==> config.mk <==
export PLATFORM = sky130hd
export DESIGN_NAME = cp0_top
export DESIGN_NICKNAME = d
export VERILOG_FILES = /design/src/cp0_pkg.sv /design/src/cp0_exc_ctrl.sv /design/src/cp0_regs.sv /design/src/cp0_timer.sv /design/src/cp0_top.sv
export SDC_FILE = /design/constraint.sdc
export NUM_CORES = 1
export LEC_CHECK = 0
export BUFFER_PORTS_ARGS = -buffer_cell sky130_fd_sc_hd__buf_2
export CAP_MARGIN = 20
export CORE_MARGIN = 2
export CORE_UTILIZATION = 59
export CTS_BUF_LIST = sky130_fd_sc_hd__clkbuf_2 sky130_fd_sc_hd__clkbuf_4 sky130_fd_sc_hd__clkbuf_8
export CTS_CLUSTER_SIZE = 30
export DETAILED_ROUTE_END_ITERATION = 10
export PLACE_DENSITY_LB_ADDON = 0.12
export SYNTH_ARGS = -nofsm -noshare
export SYNTH_HDL_FRONTEND = slang
export SYNTH_SLANG_ARGS = --single-unit
==> constraint.sdc <==
create_clock -name clk -period 3 [get_ports clk]
set_clock_uncertainty 0.2 [all_clocks]
set_input_delay 0.15 -clock clk [delete_from_list [all_inputs] [get_ports clk]]
set_output_delay 0.15 -clock clk [all_outputs]
set_load 0.02 [all_outputs]
==> src/cp0_pkg.sv <==
`default_nettype none

package cp0_pkg;

    // ------------------------------------------------------------------------
    // register numbers and encodings
    // ------------------------------------------------------------------------
    typedef enum logic [4:0] {
        CP0_INDEX    = 5'd0,
        CP0_ENTRYLO0 = 5'd2,
        CP0_ENTRYLO1 = 5'd3,
        CP0_BADVADDR = 5'd8,
        CP0_COUNT    = 5'd9,
        CP0_ENTRYHI  = 5'd10,
        CP0_COMPARE  = 5'd11,
        CP0_STATUS   = 5'd12,
        CP0_CAUSE    = 5'd13,
        CP0_EPC      = 5'd14,
        CP0_EBASE    = 5'd15
    } cp0_addr_e;

    typedef enum logic {
        EXC_ENTER  = 1'b0,
        EXC_RETURN = 1'b1
    } exc_op_e;

    typedef enum logic [4:0] {
        EXC_INT  = 5'd0,
        EXC_ADEL = 5'd4,  // load or fetch address error
        EXC_ADES = 5'd5,  // store address error
        EXC_SYS  = 5'd8,
        EXC_BP   = 5'd9,
        EXC_RI   = 5'd10,
        EXC_OV   = 5'd12
    } exc_code_e;

    // ------------------------------------------------------------------------
    // transfer structs
    // ------------------------------------------------------------------------
    typedef struct packed {
        logic        we;
        cp0_addr_e   addr;
        logic [31:0] data;
    } cp0_wr_t;

    typedef struct packed {
        exc_op_e     op;
        exc_code_e   code;
        logic [31:0] epc;
        logic [31:0] badvaddr;
        logic        badvaddr_valid;
    } exc_req_t;

    typedef struct packed {
        logic        enter;
        logic        leave;
        exc_code_e   code;
        logic [31:0] epc;
        logic [31:0] badvaddr;
        logic        badvaddr_valid;
    } exc_upd_t;

    // ------------------------------------------------------------------------
    // write and read masks
    // ------------------------------------------------------------------------
    localparam logic [31:0] STATUS_WR_MASK  = 32'h0000_0013;  // um, exl, ie
    localparam logic [31:0] STATUS_RD_MASK  = 32'h0000_0013;
    localparam logic [31:0] CAUSE_WR_MASK   = 32'h0000_0300;  // software int bits
    localparam logic [31:0] CAUSE_RD_MASK   = 32'h0000_FF7C;  // ip and exc code
    localparam logic [31:0] EBASE_WR_MASK   = 32'h3FFF_F000;
    localparam logic [31:0] EBASE_RD_MASK   = 32'h3FFF_F000;
    localparam logic [31:0] EBASE_RD_FORCE  = 32'h8000_0000;  // top bits read as 10
    localparam logic [31:0] ENTRYHI_WR_MASK = 32'hFFFF_E000;
    localparam logic [31:0] ENTRYHI_RD_MASK = 32'hFFFF_E000;
    localparam logic [31:0] ENTRYLO_WR_MASK = 32'h3FFF_FFC6;
    localparam logic [31:0] ENTRYLO_RD_MASK = 32'h3FFF_FFC6;
    localparam logic [31:0] INDEX_WR_MASK   = 32'h0000_000F;
    localparam logic [31:0] INDEX_RD_MASK   = 32'h0000_000F;

    // reset values and vector offset
    localparam logic [31:0] STATUS_RST      = 32'h1000_0000;
    localparam logic [31:0] EBASE_RST       = 32'h8000_0000;
    localparam logic [31:0] EXC_VEC_OFFSET  = 32'h0000_0180;

endpackage

`default_nettype wire

==> src/cp0_exc_ctrl.sv <==
`timescale 1ns/1ps
`default_nettype none

module cp0_exc_ctrl (
    input  wire                  clk,
    input  wire                  rst_n,
    input  wire                  exc_valid_i,
    input  cp0_pkg::exc_req_t    exc_req_i,
    output logic                 exc_ready_o,
    input  wire                  exl_i,
    input  wire [31:0]           vec_base_i,
    input  wire [31:0]           epc_i,
    output cp0_pkg::exc_upd_t    upd_o,
    output logic                 redirect_valid_o,
    output logic [31:0]          redirect_pc_o,
    input  wire                  redirect_ready_i
);

    logic        accept;
    logic        is_enter;
    logic [31:0] target;
    logic        redirect_valid_q;
    logic [31:0] redirect_pc_q;

    // ------------------------------------------------------------------------
    // request handshake
    // ------------------------------------------------------------------------
    // a slot frees up in the same cycle the waiting redirect is taken
    assign exc_ready_o = !redirect_valid_q || redirect_ready_i;
    assign accept      = exc_valid_i && exc_ready_o;
    assign is_enter    = (exc_req_i.op == cp0_pkg::EXC_ENTER);

    // one-cycle update, applied by the register file at the accepting edge
    always_comb begin
        upd_o.enter          = accept && is_enter;
        upd_o.leave          = accept && !is_enter;
        upd_o.code           = exc_req_i.code;
        upd_o.epc            = exl_i ? epc_i : exc_req_i.epc;  // keep epc when nested
        upd_o.badvaddr       = exc_req_i.badvaddr;
        upd_o.badvaddr_valid = exc_req_i.badvaddr_valid;
    end

    // vector base is the pre-update value
    assign target = is_enter ? (vec_base_i + cp0_pkg::EXC_VEC_OFFSET) : epc_i;

    // ------------------------------------------------------------------------
    // redirect output stage
    // ------------------------------------------------------------------------
    always_ff @(posedge clk or negedge rst_n) begin
        if (!rst_n) begin
            redirect_valid_q <= 1'b0;
        end else if (accept) begin
            redirect_valid_q <= 1'b1;
        end else if (redirect_ready_i) begin
            redirect_valid_q <= 1'b0;
        end
    end

    always_ff @(posedge clk) begin
        if (accept) begin
            redirect_pc_q <= target;  // held until fetch takes it
        end
    end

    assign redirect_valid_o = redirect_valid_q;
    assign redirect_pc_o    = redirect_pc_q;

endmodule

`default_nettype wire

==> src/cp0_regs.sv <==
`timescale 1ns/1ps
`default_nettype none

module cp0_regs (
    input  wire                  clk,
    input  wire                  rst_n,
    input  cp0_pkg::cp0_wr_t     wr_i,
    input  cp0_pkg::exc_upd_t    upd_i,
    input  wire [31:0]           count_i,
    input  wire [31:0]           compare_i,
    input  wire                  timer_int_i,
    input  cp0_pkg::cp0_addr_e   rd_addr_i,
    output logic [31:0]          rd_data_o,
    output logic                 exl_o,
    output logic [31:0]          vec_base_o,
    output logic [31:0]          epc_o,
    output logic                 int_pending_o
);

    logic [31:0] status_q;
    logic [31:0] cause_q;
    logic [31:0] epc_q;
    logic [31:0] badvaddr_q;
    logic [31:0] ebase_q;
    logic [31:0] entryhi_q;
    logic [31:0] entrylo0_q;
    logic [31:0] entrylo1_q;
    logic [31:0] index_q;

    logic        wr_status;
    logic        wr_cause;
    logic        wr_epc;
    logic        wr_ebase;
    logic        wr_entryhi;
    logic        wr_entrylo0;
    logic        wr_entrylo1;
    logic        wr_index;

    logic [31:0] cause_rd;
    logic [31:0] ebase_rd;

    function automatic logic [31:0] masked_write(input logic [31:0] old_val,
                                                 input logic [31:0] new_val,
                                                 input logic [31:0] mask);
        return (old_val & ~mask) | (new_val & mask);
    endfunction

    // ------------------------------------------------------------------------
    // move-to decode
    // ------------------------------------------------------------------------
    assign wr_status   = wr_i.we && (wr_i.addr == cp0_pkg::CP0_STATUS);
    assign wr_cause    = wr_i.we && (wr_i.addr == cp0_pkg::CP0_CAUSE);
    assign wr_epc      = wr_i.we && (wr_i.addr == cp0_pkg::CP0_EPC);
    assign wr_ebase    = wr_i.we && (wr_i.addr == cp0_pkg::CP0_EBASE);
    assign wr_entryhi  = wr_i.we && (wr_i.addr == cp0_pkg::CP0_ENTRYHI);
    assign wr_entrylo0 = wr_i.we && (wr_i.addr == cp0_pkg::CP0_ENTRYLO0);
    assign wr_entrylo1 = wr_i.we && (wr_i.addr == cp0_pkg::CP0_ENTRYLO1);
    assign wr_index    = wr_i.we && (wr_i.addr == cp0_pkg::CP0_INDEX);

    // ------------------------------------------------------------------------
    // register storage
    // ------------------------------------------------------------------------
    always_ff @(posedge clk or negedge rst_n) begin
        if (!rst_n) begin
            status_q   <= cp0_pkg::STATUS_RST;
            cause_q    <= 32'd0;
            epc_q      <= 32'd0;
            badvaddr_q <= 32'd0;
            ebase_q    <= cp0_pkg::EBASE_RST;
            entryhi_q  <= 32'd0;
            entrylo0_q <= 32'd0;
            entrylo1_q <= 32'd0;
            index_q    <= 32'd0;
        end else begin
            // exception updates take precedence over the move-to path
            if (upd_i.enter) begin
                status_q[1] <= 1'b1;  // exl
            end else if (upd_i.leave) begin
                status_q[1] <= 1'b0;
            end else if (wr_status) begin
                status_q <= masked_write(status_q, wr_i.data, cp0_pkg::STATUS_WR_MASK);
            end

            if (upd_i.enter) begin
                cause_q[6:2] <= upd_i.code;
            end else if (wr_cause) begin
                cause_q <= masked_write(cause_q, wr_i.data, cp0_pkg::CAUSE_WR_MASK);
            end

            if (upd_i.enter) begin
                epc_q <= upd_i.epc;  // ctrl already kept old value under exl
            end else if (wr_epc) begin
                epc_q <= wr_i.data;
            end

            if (upd_i.enter && upd_i.badvaddr_valid) begin
                badvaddr_q <= upd_i.badvaddr;  // read only from the move-to side
            end

            if (wr_ebase) begin
                ebase_q <= masked_write(ebase_q, wr_i.data, cp0_pkg::EBASE_WR_MASK);
            end
            if (wr_entryhi) begin
                entryhi_q <= masked_write(entryhi_q, wr_i.data, cp0_pkg::ENTRYHI_WR_MASK);
            end
            if (wr_entrylo0) begin
                entrylo0_q <= masked_write(entrylo0_q, wr_i.data, cp0_pkg::ENTRYLO_WR_MASK);
            end
            if (wr_entrylo1) begin
                entrylo1_q <= masked_write(entrylo1_q, wr_i.data, cp0_pkg::ENTRYLO_WR_MASK);
            end
            if (wr_index) begin
                index_q <= masked_write(index_q, wr_i.data, cp0_pkg::INDEX_WR_MASK);
            end
        end
    end

    // ------------------------------------------------------------------------
    // read side
    // ------------------------------------------------------------------------
    // ip7 comes straight from the timer flag
    assign cause_rd = {cause_q[31:16], timer_int_i, cause_q[14:0]} & cp0_pkg::CAUSE_RD_MASK;
    assign ebase_rd = (ebase_q & cp0_pkg::EBASE_RD_MASK) | cp0_pkg::EBASE_RD_FORCE;

    always_comb begin
        case (rd_addr_i)
            cp0_pkg::CP0_INDEX:    rd_data_o = index_q & cp0_pkg::INDEX_RD_MASK;
            cp0_pkg::CP0_ENTRYLO0: rd_data_o = entrylo0_q & cp0_pkg::ENTRYLO_RD_MASK;
            cp0_pkg::CP0_ENTRYLO1: rd_data_o = entrylo1_q & cp0_pkg::ENTRYLO_RD_MASK;
            cp0_pkg::CP0_BADVADDR: rd_data_o = badvaddr_q;
            cp0_pkg::CP0_COUNT:    rd_data_o = count_i;
            cp0_pkg::CP0_ENTRYHI:  rd_data_o = entryhi_q & cp0_pkg::ENTRYHI_RD_MASK;
            cp0_pkg::CP0_COMPARE:  rd_data_o = compare_i;
            cp0_pkg::CP0_STATUS:   rd_data_o = status_q & cp0_pkg::STATUS_RD_MASK;
            cp0_pkg::CP0_CAUSE:    rd_data_o = cause_rd;
            cp0_pkg::CP0_EPC:      rd_data_o = epc_q;
            cp0_pkg::CP0_EBASE:    rd_data_o = ebase_rd;
            default:               rd_data_o = 32'd0;
        endcase
    end

    assign exl_o      = status_q[1];
    assign vec_base_o = ebase_rd;
    assign epc_o      = epc_q;

    // ie and not exl, any of timer or the two software bits
    assign int_pending_o = status_q[0] && !status_q[1]
                           && (timer_int_i || cause_q[8] || cause_q[9]);

endmodule

`default_nettype wire

==> src/cp0_timer.sv <==
`timescale 1ns/1ps
`default_nettype none

module cp0_timer #(
    parameter int unsigned COUNT_STEP = 1
) (
    input  wire                  clk,
    input  wire                  rst_n,
    input  cp0_pkg::cp0_wr_t     wr_i,
    output logic [31:0]          count_o,
    output logic [31:0]          compare_o,
    output logic                 timer_int_o
);

    logic [31:0] count_q;
    logic [31:0] compare_q;
    logic        timer_int_q;
    logic        wr_count;
    logic        wr_compare;
    logic        match;

    assign wr_count   = wr_i.we && (wr_i.addr == cp0_pkg::CP0_COUNT);
    assign wr_compare = wr_i.we && (wr_i.addr == cp0_pkg::CP0_COMPARE);
    assign match      = (compare_q != 32'd0) && (compare_q == count_q);  // zero never fires

    // free running counter, a write loads it
    always_ff @(posedge clk or negedge rst_n) begin
        if (!rst_n) begin
            count_q <= 32'd0;
        end else if (wr_count) begin
            count_q <= wr_i.data;
        end else begin
            count_q <= count_q + 32'(COUNT_STEP);
        end
    end

    // compare register and the sticky interrupt flag
    always_ff @(posedge clk or negedge rst_n) begin
        if (!rst_n) begin
            compare_q   <= 32'd0;
            timer_int_q <= 1'b0;
        end else begin
            if (wr_compare) begin
                compare_q   <= wr_i.data;
                timer_int_q <= 1'b0;  // write wins over a match
            end else if (match) begin
                timer_int_q <= 1'b1;
            end
        end
    end

    assign count_o     = count_q;
    assign compare_o   = compare_q;
    assign timer_int_o = timer_int_q;

endmodule

`default_nettype wire

==> src/cp0_top.sv <==
`timescale 1ns/1ps
`default_nettype none

module cp0_top #(
    parameter int unsigned COUNT_STEP = 1
) (
    input  wire                  clk,
    input  wire                  rst_n,
    input  cp0_pkg::cp0_wr_t     wr_i,
    input  cp0_pkg::cp0_addr_e   rd_addr_i,
    output logic [31:0]          rd_data_o,
    input  wire                  exc_valid_i,
    input  cp0_pkg::exc_req_t    exc_req_i,
    output logic                 exc_ready_o,
    output logic                 redirect_valid_o,
    output logic [31:0]          redirect_pc_o,
    input  wire                  redirect_ready_i,
    output logic                 timer_int_o,
    output logic                 int_pending_o
);

    logic [31:0]        count;
    logic [31:0]        compare;
    cp0_pkg::exc_upd_t  upd;
    logic               exl;
    logic [31:0]        vec_base;
    logic [31:0]        epc;

    cp0_timer #(
        .COUNT_STEP (COUNT_STEP)
    ) i_cp0_timer (
        .clk         (clk),
        .rst_n       (rst_n),
        .wr_i        (wr_i),
        .count_o     (count),
        .compare_o   (compare),
        .timer_int_o (timer_int_o)
    );

    cp0_regs i_cp0_regs (
        .clk           (clk),
        .rst_n         (rst_n),
        .wr_i          (wr_i),
        .upd_i         (upd),
        .count_i       (count),
        .compare_i     (compare),
        .timer_int_i   (timer_int_o),
        .rd_addr_i     (rd_addr_i),
        .rd_data_o     (rd_data_o),
        .exl_o         (exl),
        .vec_base_o    (vec_base),
        .epc_o         (epc),
        .int_pending_o (int_pending_o)
    );

    cp0_exc_ctrl i_cp0_exc_ctrl (
        .clk              (clk),
        .rst_n            (rst_n),
        .exc_valid_i      (exc_valid_i),
        .exc_req_i        (exc_req_i),
        .exc_ready_o      (exc_ready_o),
        .exl_i            (exl),
        .vec_base_i       (vec_base),
        .epc_i            (epc),
        .upd_o            (upd),
        .redirect_valid_o (redirect_valid_o),
        .redirect_pc_o    (redirect_pc_o),
        .redirect_ready_i (redirect_ready_i)
    );

endmodule

`default_nettype wire

==> results.toml, run 1 <==
[outcome]
status = "finished, final reports clean"

[detailed_routing]
vias_per_cell = 6.09
drc = 0
wire_per_inst_um = 22.0
postRouteAntennaNets = 0
drt_iter0_drc = 648
firstDrtPassIters = 5
num_vias = 9808
drt_wl_total_mm = 35.4

[power_and_ir_drop]
ir_drop_v = 0.000429
leakage_uw = 0.00700
power.density_mw_per_mm2 = 662
power_uw = 10600

[floorplan]
die_area_sq_mm = 0.0227
die_width_um = 151
row_count = 53
die_h_um = 151
start_util_pct = 60.3
io_pins = 186
core-area_sq_mm = 0.0211

[logic_synthesis]
synth_top_family_by_area = "multiplexers"
synth-edff-count = 32
syn_nets = 1110
synth_async_sr_flop_share_pct = 87.9
ys.flop_type = "dfrtp_1"
synthSimpleGateAreaFrac_pct = 8.77
synth-seq-area-share_pct = 53.4
synth-xor-area-share_pct = 4.27
netlist_area_sq_mm = 0.0127
yosys.cell_types.count = 47
syn_area_per_cell_sq_um = 12.8
synth-seq-cells = 265
synth-compound-area-share_pct = 8.27
synthAdderAreaFrac_pct = 0.0984
synthCells = 991
synthMuxAreaShare_pct = 22.5
synth_warnings = 0

[final_layout]
nFillCells = 1420
num_antenna_cells = 0
seqCellArea_sq_mm = 0.00679
utilization_pct = 75.9
multiInputGateArea_sq_mm = 0.00562
nets = 1425
syn2layout_area_growth_pct = 25.9
layout-drive-gt1-share_pct = 42.6

[clock_network]
post_cts_buffers = 0
clockRootBuffer = "clkbuf_8"
ctsResizeCount = 0
clk_pin_slew_ns = 0.06
clock_sinks = 265
holdBufCountCts = 114
cts_tree = "done"
clk_latency_ns = 0.55
clockBufferDepth = 3
cts_max_level = 2
cts_buffers = 44

[sta]
hold_viol_final = 0
tns_ns = 0
setup_viol = 0
period_share_pct = 90.2
rsz0062_at_grt = "no"
relSlewSlack_pct = 54.8
min_period_ns = 2.71
maxSlewViolCount = 0
fmax_ghz = 0.370
worst_pin_slew_ns = 0.673

[min_path]
hp-class = "in2reg"

[setup_path]
worst_ep_required_time_ns = 3.24
critPathCaptureType = "register"
startpoint_type = "input port"
arrival_ns = 2.94
critical_path_class = "in2reg"
cp_max_fo = 3

[global_route]
grt_pass1_vias = 10100
grt_overflow_total = 0
grt_max_degree = 76
grt_usage_pct = 31.5
grt_pass1_wl_mm = 55.0
antenna_found_initial = 0

[placement]
dp_hpwl_mm = 22.0
place.gp.congestion = 0.864
port_buffers = 185

[flow_run]
maxCapViolations = 0
final cells by class:
cell class	count	share of cell area [%]
multi-input combinational	656	35.1
inverter	6	0.141
sequential	265	42.4
timing repair buffer	333	14.7
tap	275	2.15
clock buffer	75	5.47
worst max-delay path, cell delays in order:
cell and delay [ns]:
dlygate4sd3_1 0.53, buf_2 0.13, nor4b_1 0.47, dlygate4sd3_1 0.63
nand2_1 0.08, dlygate4sd3_1 0.66, mux2_2 0.30
cells in the final DEF (no fill, tap or decap), types with 7 or more instances in the layout:
cell type | netlist | final
a222oi_1 | 8 | 8
nor3_1 | 11 | 11
nand2_1 | 20 | 20
nor2_1 | 47 | 42
nor4_2 | 8 | 8
mux2_2 | 249 | 249
a22o_1 | 13 | 13
nand2b_1 | 7 | 7
edfxtp_1 | 32 | 32
clkbuf_4 | 0 | 25
clkbuf_8 | 0 | 50
and2_1 | 13 | 12
a21oi_1 | 34 | 34
buf_4 | 5 | 32
nand4_1 | 20 | 20
nor4_1 | 11 | 11
a22oi_1 | 72 | 72
a221oi_1 | 15 | 15
dfrtp_1 | 233 | 233
dlygate4sd3_1 | 0 | 114
buf_2 | 19 | 184
nand3_1 | 31 | 31
xnor2_1 | 57 | 57
sequential cells by signal, summed over array words and instances (netlist names):
| register | flops |
|---|---|
| i_cp0_regs.status_q | 3 |
| i_cp0_regs.entrylo1_q | 26 |
| i_cp0_regs.badvaddr_q | 32 |
| i_cp0_regs.index_q | 4 |
| i_cp0_timer.compare_o | 32 |
| i_cp0_regs.cause_q | 7 |
| i_cp0_regs.ebase_q | 18 |
| i_cp0_regs.entrylo0_q | 26 |
| i_cp0_exc_ctrl.redirect_pc_o | 32 |
| i_cp0_timer.timer_int_o | 1 |
| i_cp0_regs.epc_o | 32 |
| i_cp0_timer.count_o | 32 |
| i_cp0_regs.entryhi_q | 19 |
| i_cp0_exc_ctrl.redirect_valid_o | 1 |
cells by family (layout without fill, tap and decap cells):
logic type	count (synthesis)	count (layout)
DFF	265	265
adders and majority gates	1	1
buffers and inverters	70	414
and+or+nand+nor	195	195
xor gates and xnor gates	62	62
muxes	254	254
AOI/OAI and AO/OA	144	144
final timing paths:
| kind | start | end | slack, ns | cells past startpoint |
|---|---|---|---|---|
| max | wr_i[34] | i_cp0_regs.index_q[2] | 0.29 | 7 |
| max reg2reg | i_cp0_exc_ctrl.redirect_valid_o | i_cp0_regs.epc_o[24] | 0.63 | 6 |
| max in group asynchronous | rst_n | i_cp0_regs.badvaddr_q[5] | 1.30 | 4 |
| min reg2reg | i_cp0_regs.entryhi_q[20] | i_cp0_regs.entryhi_q[20] | 0.30 | 1 |
| min | wr_i[35] | i_cp0_regs.status_q[1] | 0.09 | 5 |
| min in group asynchronous | rst_n | i_cp0_exc_ctrl.redirect_valid_o | 0.50 | 3 |
metal layers:
metal / routed length (um) / part of all wire (%) / GRT usage [%]
met1: 15000 / 42 / 43.3
met2: 17100 / 48 / 51.8
met3: 2620 / 7.4 / 5.57
met4: 755 / 2.1 / 9.53
met5: 0 / 0 / 0
per-stage QoR:
stage | hold slack [ns] | setup slack (ns) | area [sq um] | std cells
6_report | 0.0903 | 0.294 | 16000 | 1610
5_1_grt | 0.156 | 0.145 | 16000 | 1610
4_1_cts | 0.0575 | 0.339 | 16000 | 1610
3_5_place_dp | -0.0373 | 0.662 | 14000 | 1421
3_3_place_gp | -0.0283 | 0.730 | 14000 | 1421
2_1_floorplan | -0.346 | 0.271 | 12700 | 991
synthesized netlist by cell type (all sizes together), types with 8 or more instances:
cell type,instances,area (sq um)
nor4,20,190
edfxtp,32,961
a222oi,8,80.1
mux2,249,2800
nand2,21,81.3
nand4,20,125
a22oi,72,541
clkbuf,36,136
nand3,33,183
xnor2,57,499
dfrtp,233,5830
a21oi,34,170
nor2,48,183
buf,28,178
a22o,13,114
a221oi,15,131
and2,13,81.3
nor3,12,65.1
power breakdown:
| group | switching (uW) | internal, uW |
|---|---|---|
| registers | 819 | 4470 |
| logic | 903 | 1190 |
| clock network | 1400 | 1810 |
No activity file was read; power rests on OpenSTA's default activity.
==> run 2, diff against run 1 <==
==> constraint.sdc (replaced) <==
create_clock -name clk -period 3.1 [get_ports clk]
set_clock_uncertainty 0.2 [all_clocks]
set_input_delay 0.155 -clock clk [delete_from_list [all_inputs] [get_ports clk]]
set_output_delay 0.155 -clock clk [all_outputs]
set_load 0.02 [all_outputs]
==> results.toml, run 2 (synthesis gave the netlist of run 1 again) <==
[setup_path]
arrival_ns = 2.68
critical_path_class = "reg2reg"
cp_max_fo = 9
critPathCaptureType = "register"
startpoint_type = "register"
worst_ep_required_time_ns = 3.32

[clock_network]
cts_max_level = 2
clk_latency_ns = 0.56
clockBufferDepth = 3
clk_pin_slew_ns = 0.06
cts_tree = "done"
post_cts_buffers = 0
cts_buffers = 45
clock_sinks = 265
clockRootBuffer = "clkbuf_8"

[detailed_routing]
vias_per_cell = 6.03
num_vias = 9738
drt_wl_total_mm = 35.2
drt_iter0_drc = 698
postRouteAntennaNets = 0
wire_per_inst_um = 21.8
drc = 0
firstDrtPassIters = 5

[global_route]
use_met2_pct = 51.7
grt_usage_pct = 31.8
grt_pass1_wl_mm = 55.2
grt_overflow_total = 0
gr-usage-met3_pct = 5.63
grt_pass1_vias = 10100
top_usage_layer = "met2"
grt_max_degree = 96
use_met1_pct = 44.6
antenna_found_initial = 0

[final_layout]
final_common_cell = "mux2_2"
multiInputGateArea_sq_mm = 0.00562
nFillCells = 1397
syn2layout_area_growth_pct = 26.3
num_antenna_cells = 0
instances_no_fill = 1614
layout-drive-gt1-share_pct = 42.9
layout_common_cells = "mux2_2 (249), dfrtp_1 (233), buf_2 (184), dlygate4sd3_1 (111), a22oi_1 (72)"
nets = 1421
seqCellArea_sq_mm = 0.00679

[flow_run]
maxCapViolations = 0

[sta]
min_period_ns = 2.46
tns_ns = 0
rsz0062_at_grt = "no"
fmax_ghz = 0.406
setup_slack_ns = 0.636
hold_viol_final = 0
relSlewSlack_pct = 49.2
maxSlewViolCount = 0
period_share_pct = 79.5
setup_viol = 0
worst_pin_slew_ns = 0.762

[placement]
place.gp.congestion = 0.874
port_buffers = 185
dp_hpwl_mm = 22.0
dpl.cell_count = 1419
place_ws_ns = 0.752

[min_path]
hp-class = "in2async"

[floorplan]
die_area_sq_mm = 0.0227
io_pins = 186
core-area_sq_mm = 0.0211
start_util_pct = 60.3
row_count = 53
die_width_um = 151
die_h_um = 151

[power_and_ir_drop]
ir_drop_v = 0.000420
leakage_uw = 0.00702
power.density_mw_per_mm2 = 649
power_uw = 10400

[outcome]
status = "finished, final reports clean"
-- run 2: cell types whose count changed in the layout (fill, tap and decap cells not counted), sizes merged --
cell,previous run,this run
clkinv,0,5
clkbuf,75,78
dlygate4sd3,114,111
buf,219,217
clkinvlp,0,1
-- run 2: final cells by class --
cell class                 count  area share, %
sequential                   265           42.3
inverter                       6          0.140
tap                          275           2.14
clock inverter                 6          0.210
timing repair buffer         328           14.4
clock buffer                  78           5.83
multi-input combinational    656           35.0
-- run 2: timing repair --
action,4_1_cts,5_1_grt
gates resized for setup,0,0
hold buffers,111,0
endpoints found under the hold margin,323,0
setup endpoints to repair,0,0
-- run 2: path summary, 6_finish.rpt --
kind	startpoint	end	slack [ns]	cells after the start
setup / recovery	i_cp0_exc_ctrl.redirect_valid_o	i_cp0_regs.epc_o[9]	0.64	6
hold / removal	rst_n	i_cp0_exc_ctrl.redirect_valid_o	0.03	2
setup reg to reg	i_cp0_exc_ctrl.redirect_valid_o	i_cp0_regs.epc_o[9]	0.64	6
hold reg to reg	i_cp0_regs.entryhi_q[20]	i_cp0_regs.entryhi_q[20]	0.30	1
max in group asynchronous	rst_n	i_cp0_regs.badvaddr_q[5]	1.86	3
min in group clk	wr_i[32]	i_cp0_regs.cause_q[8]	0.03	3
-- run 2: metal layers --
layer / share of wire (%) / wire length, um
met5: 0 / 0
met4: 1.7 / 607
met3: 6.3 / 2220
met2: 49 / 17200
met1: 43 / 15200
-- run 2: metrics by stage --
step	utilization, %	hold WS, ns	cell area, sq um
CTS	76.1	0.000896	16100
global placement	66.3	0.0485	14000
detailed placement	66.3	0.0477	14000
finish	76.1	0.0296	16100
global route	76.1	0.0148	16100
floorplan	-	-0.341	12700
-- run 2: critical path: stages (launching register included) --
cell and delay [ns]:
dfrtp_1 0.37, nand2b_1 0.11, and2_2 0.16, nor2b_4 0.33
mux2_2 0.38, dlygate4sd3_1 0.55, mux2_2 0.26
-- run 2: where the power goes --
group / internal, uW / switching (uW)
Sequential: 4320 / 800
Combinational: 1150 / 869
Clock: 1890 / 1390
Total: 7370 / 3060
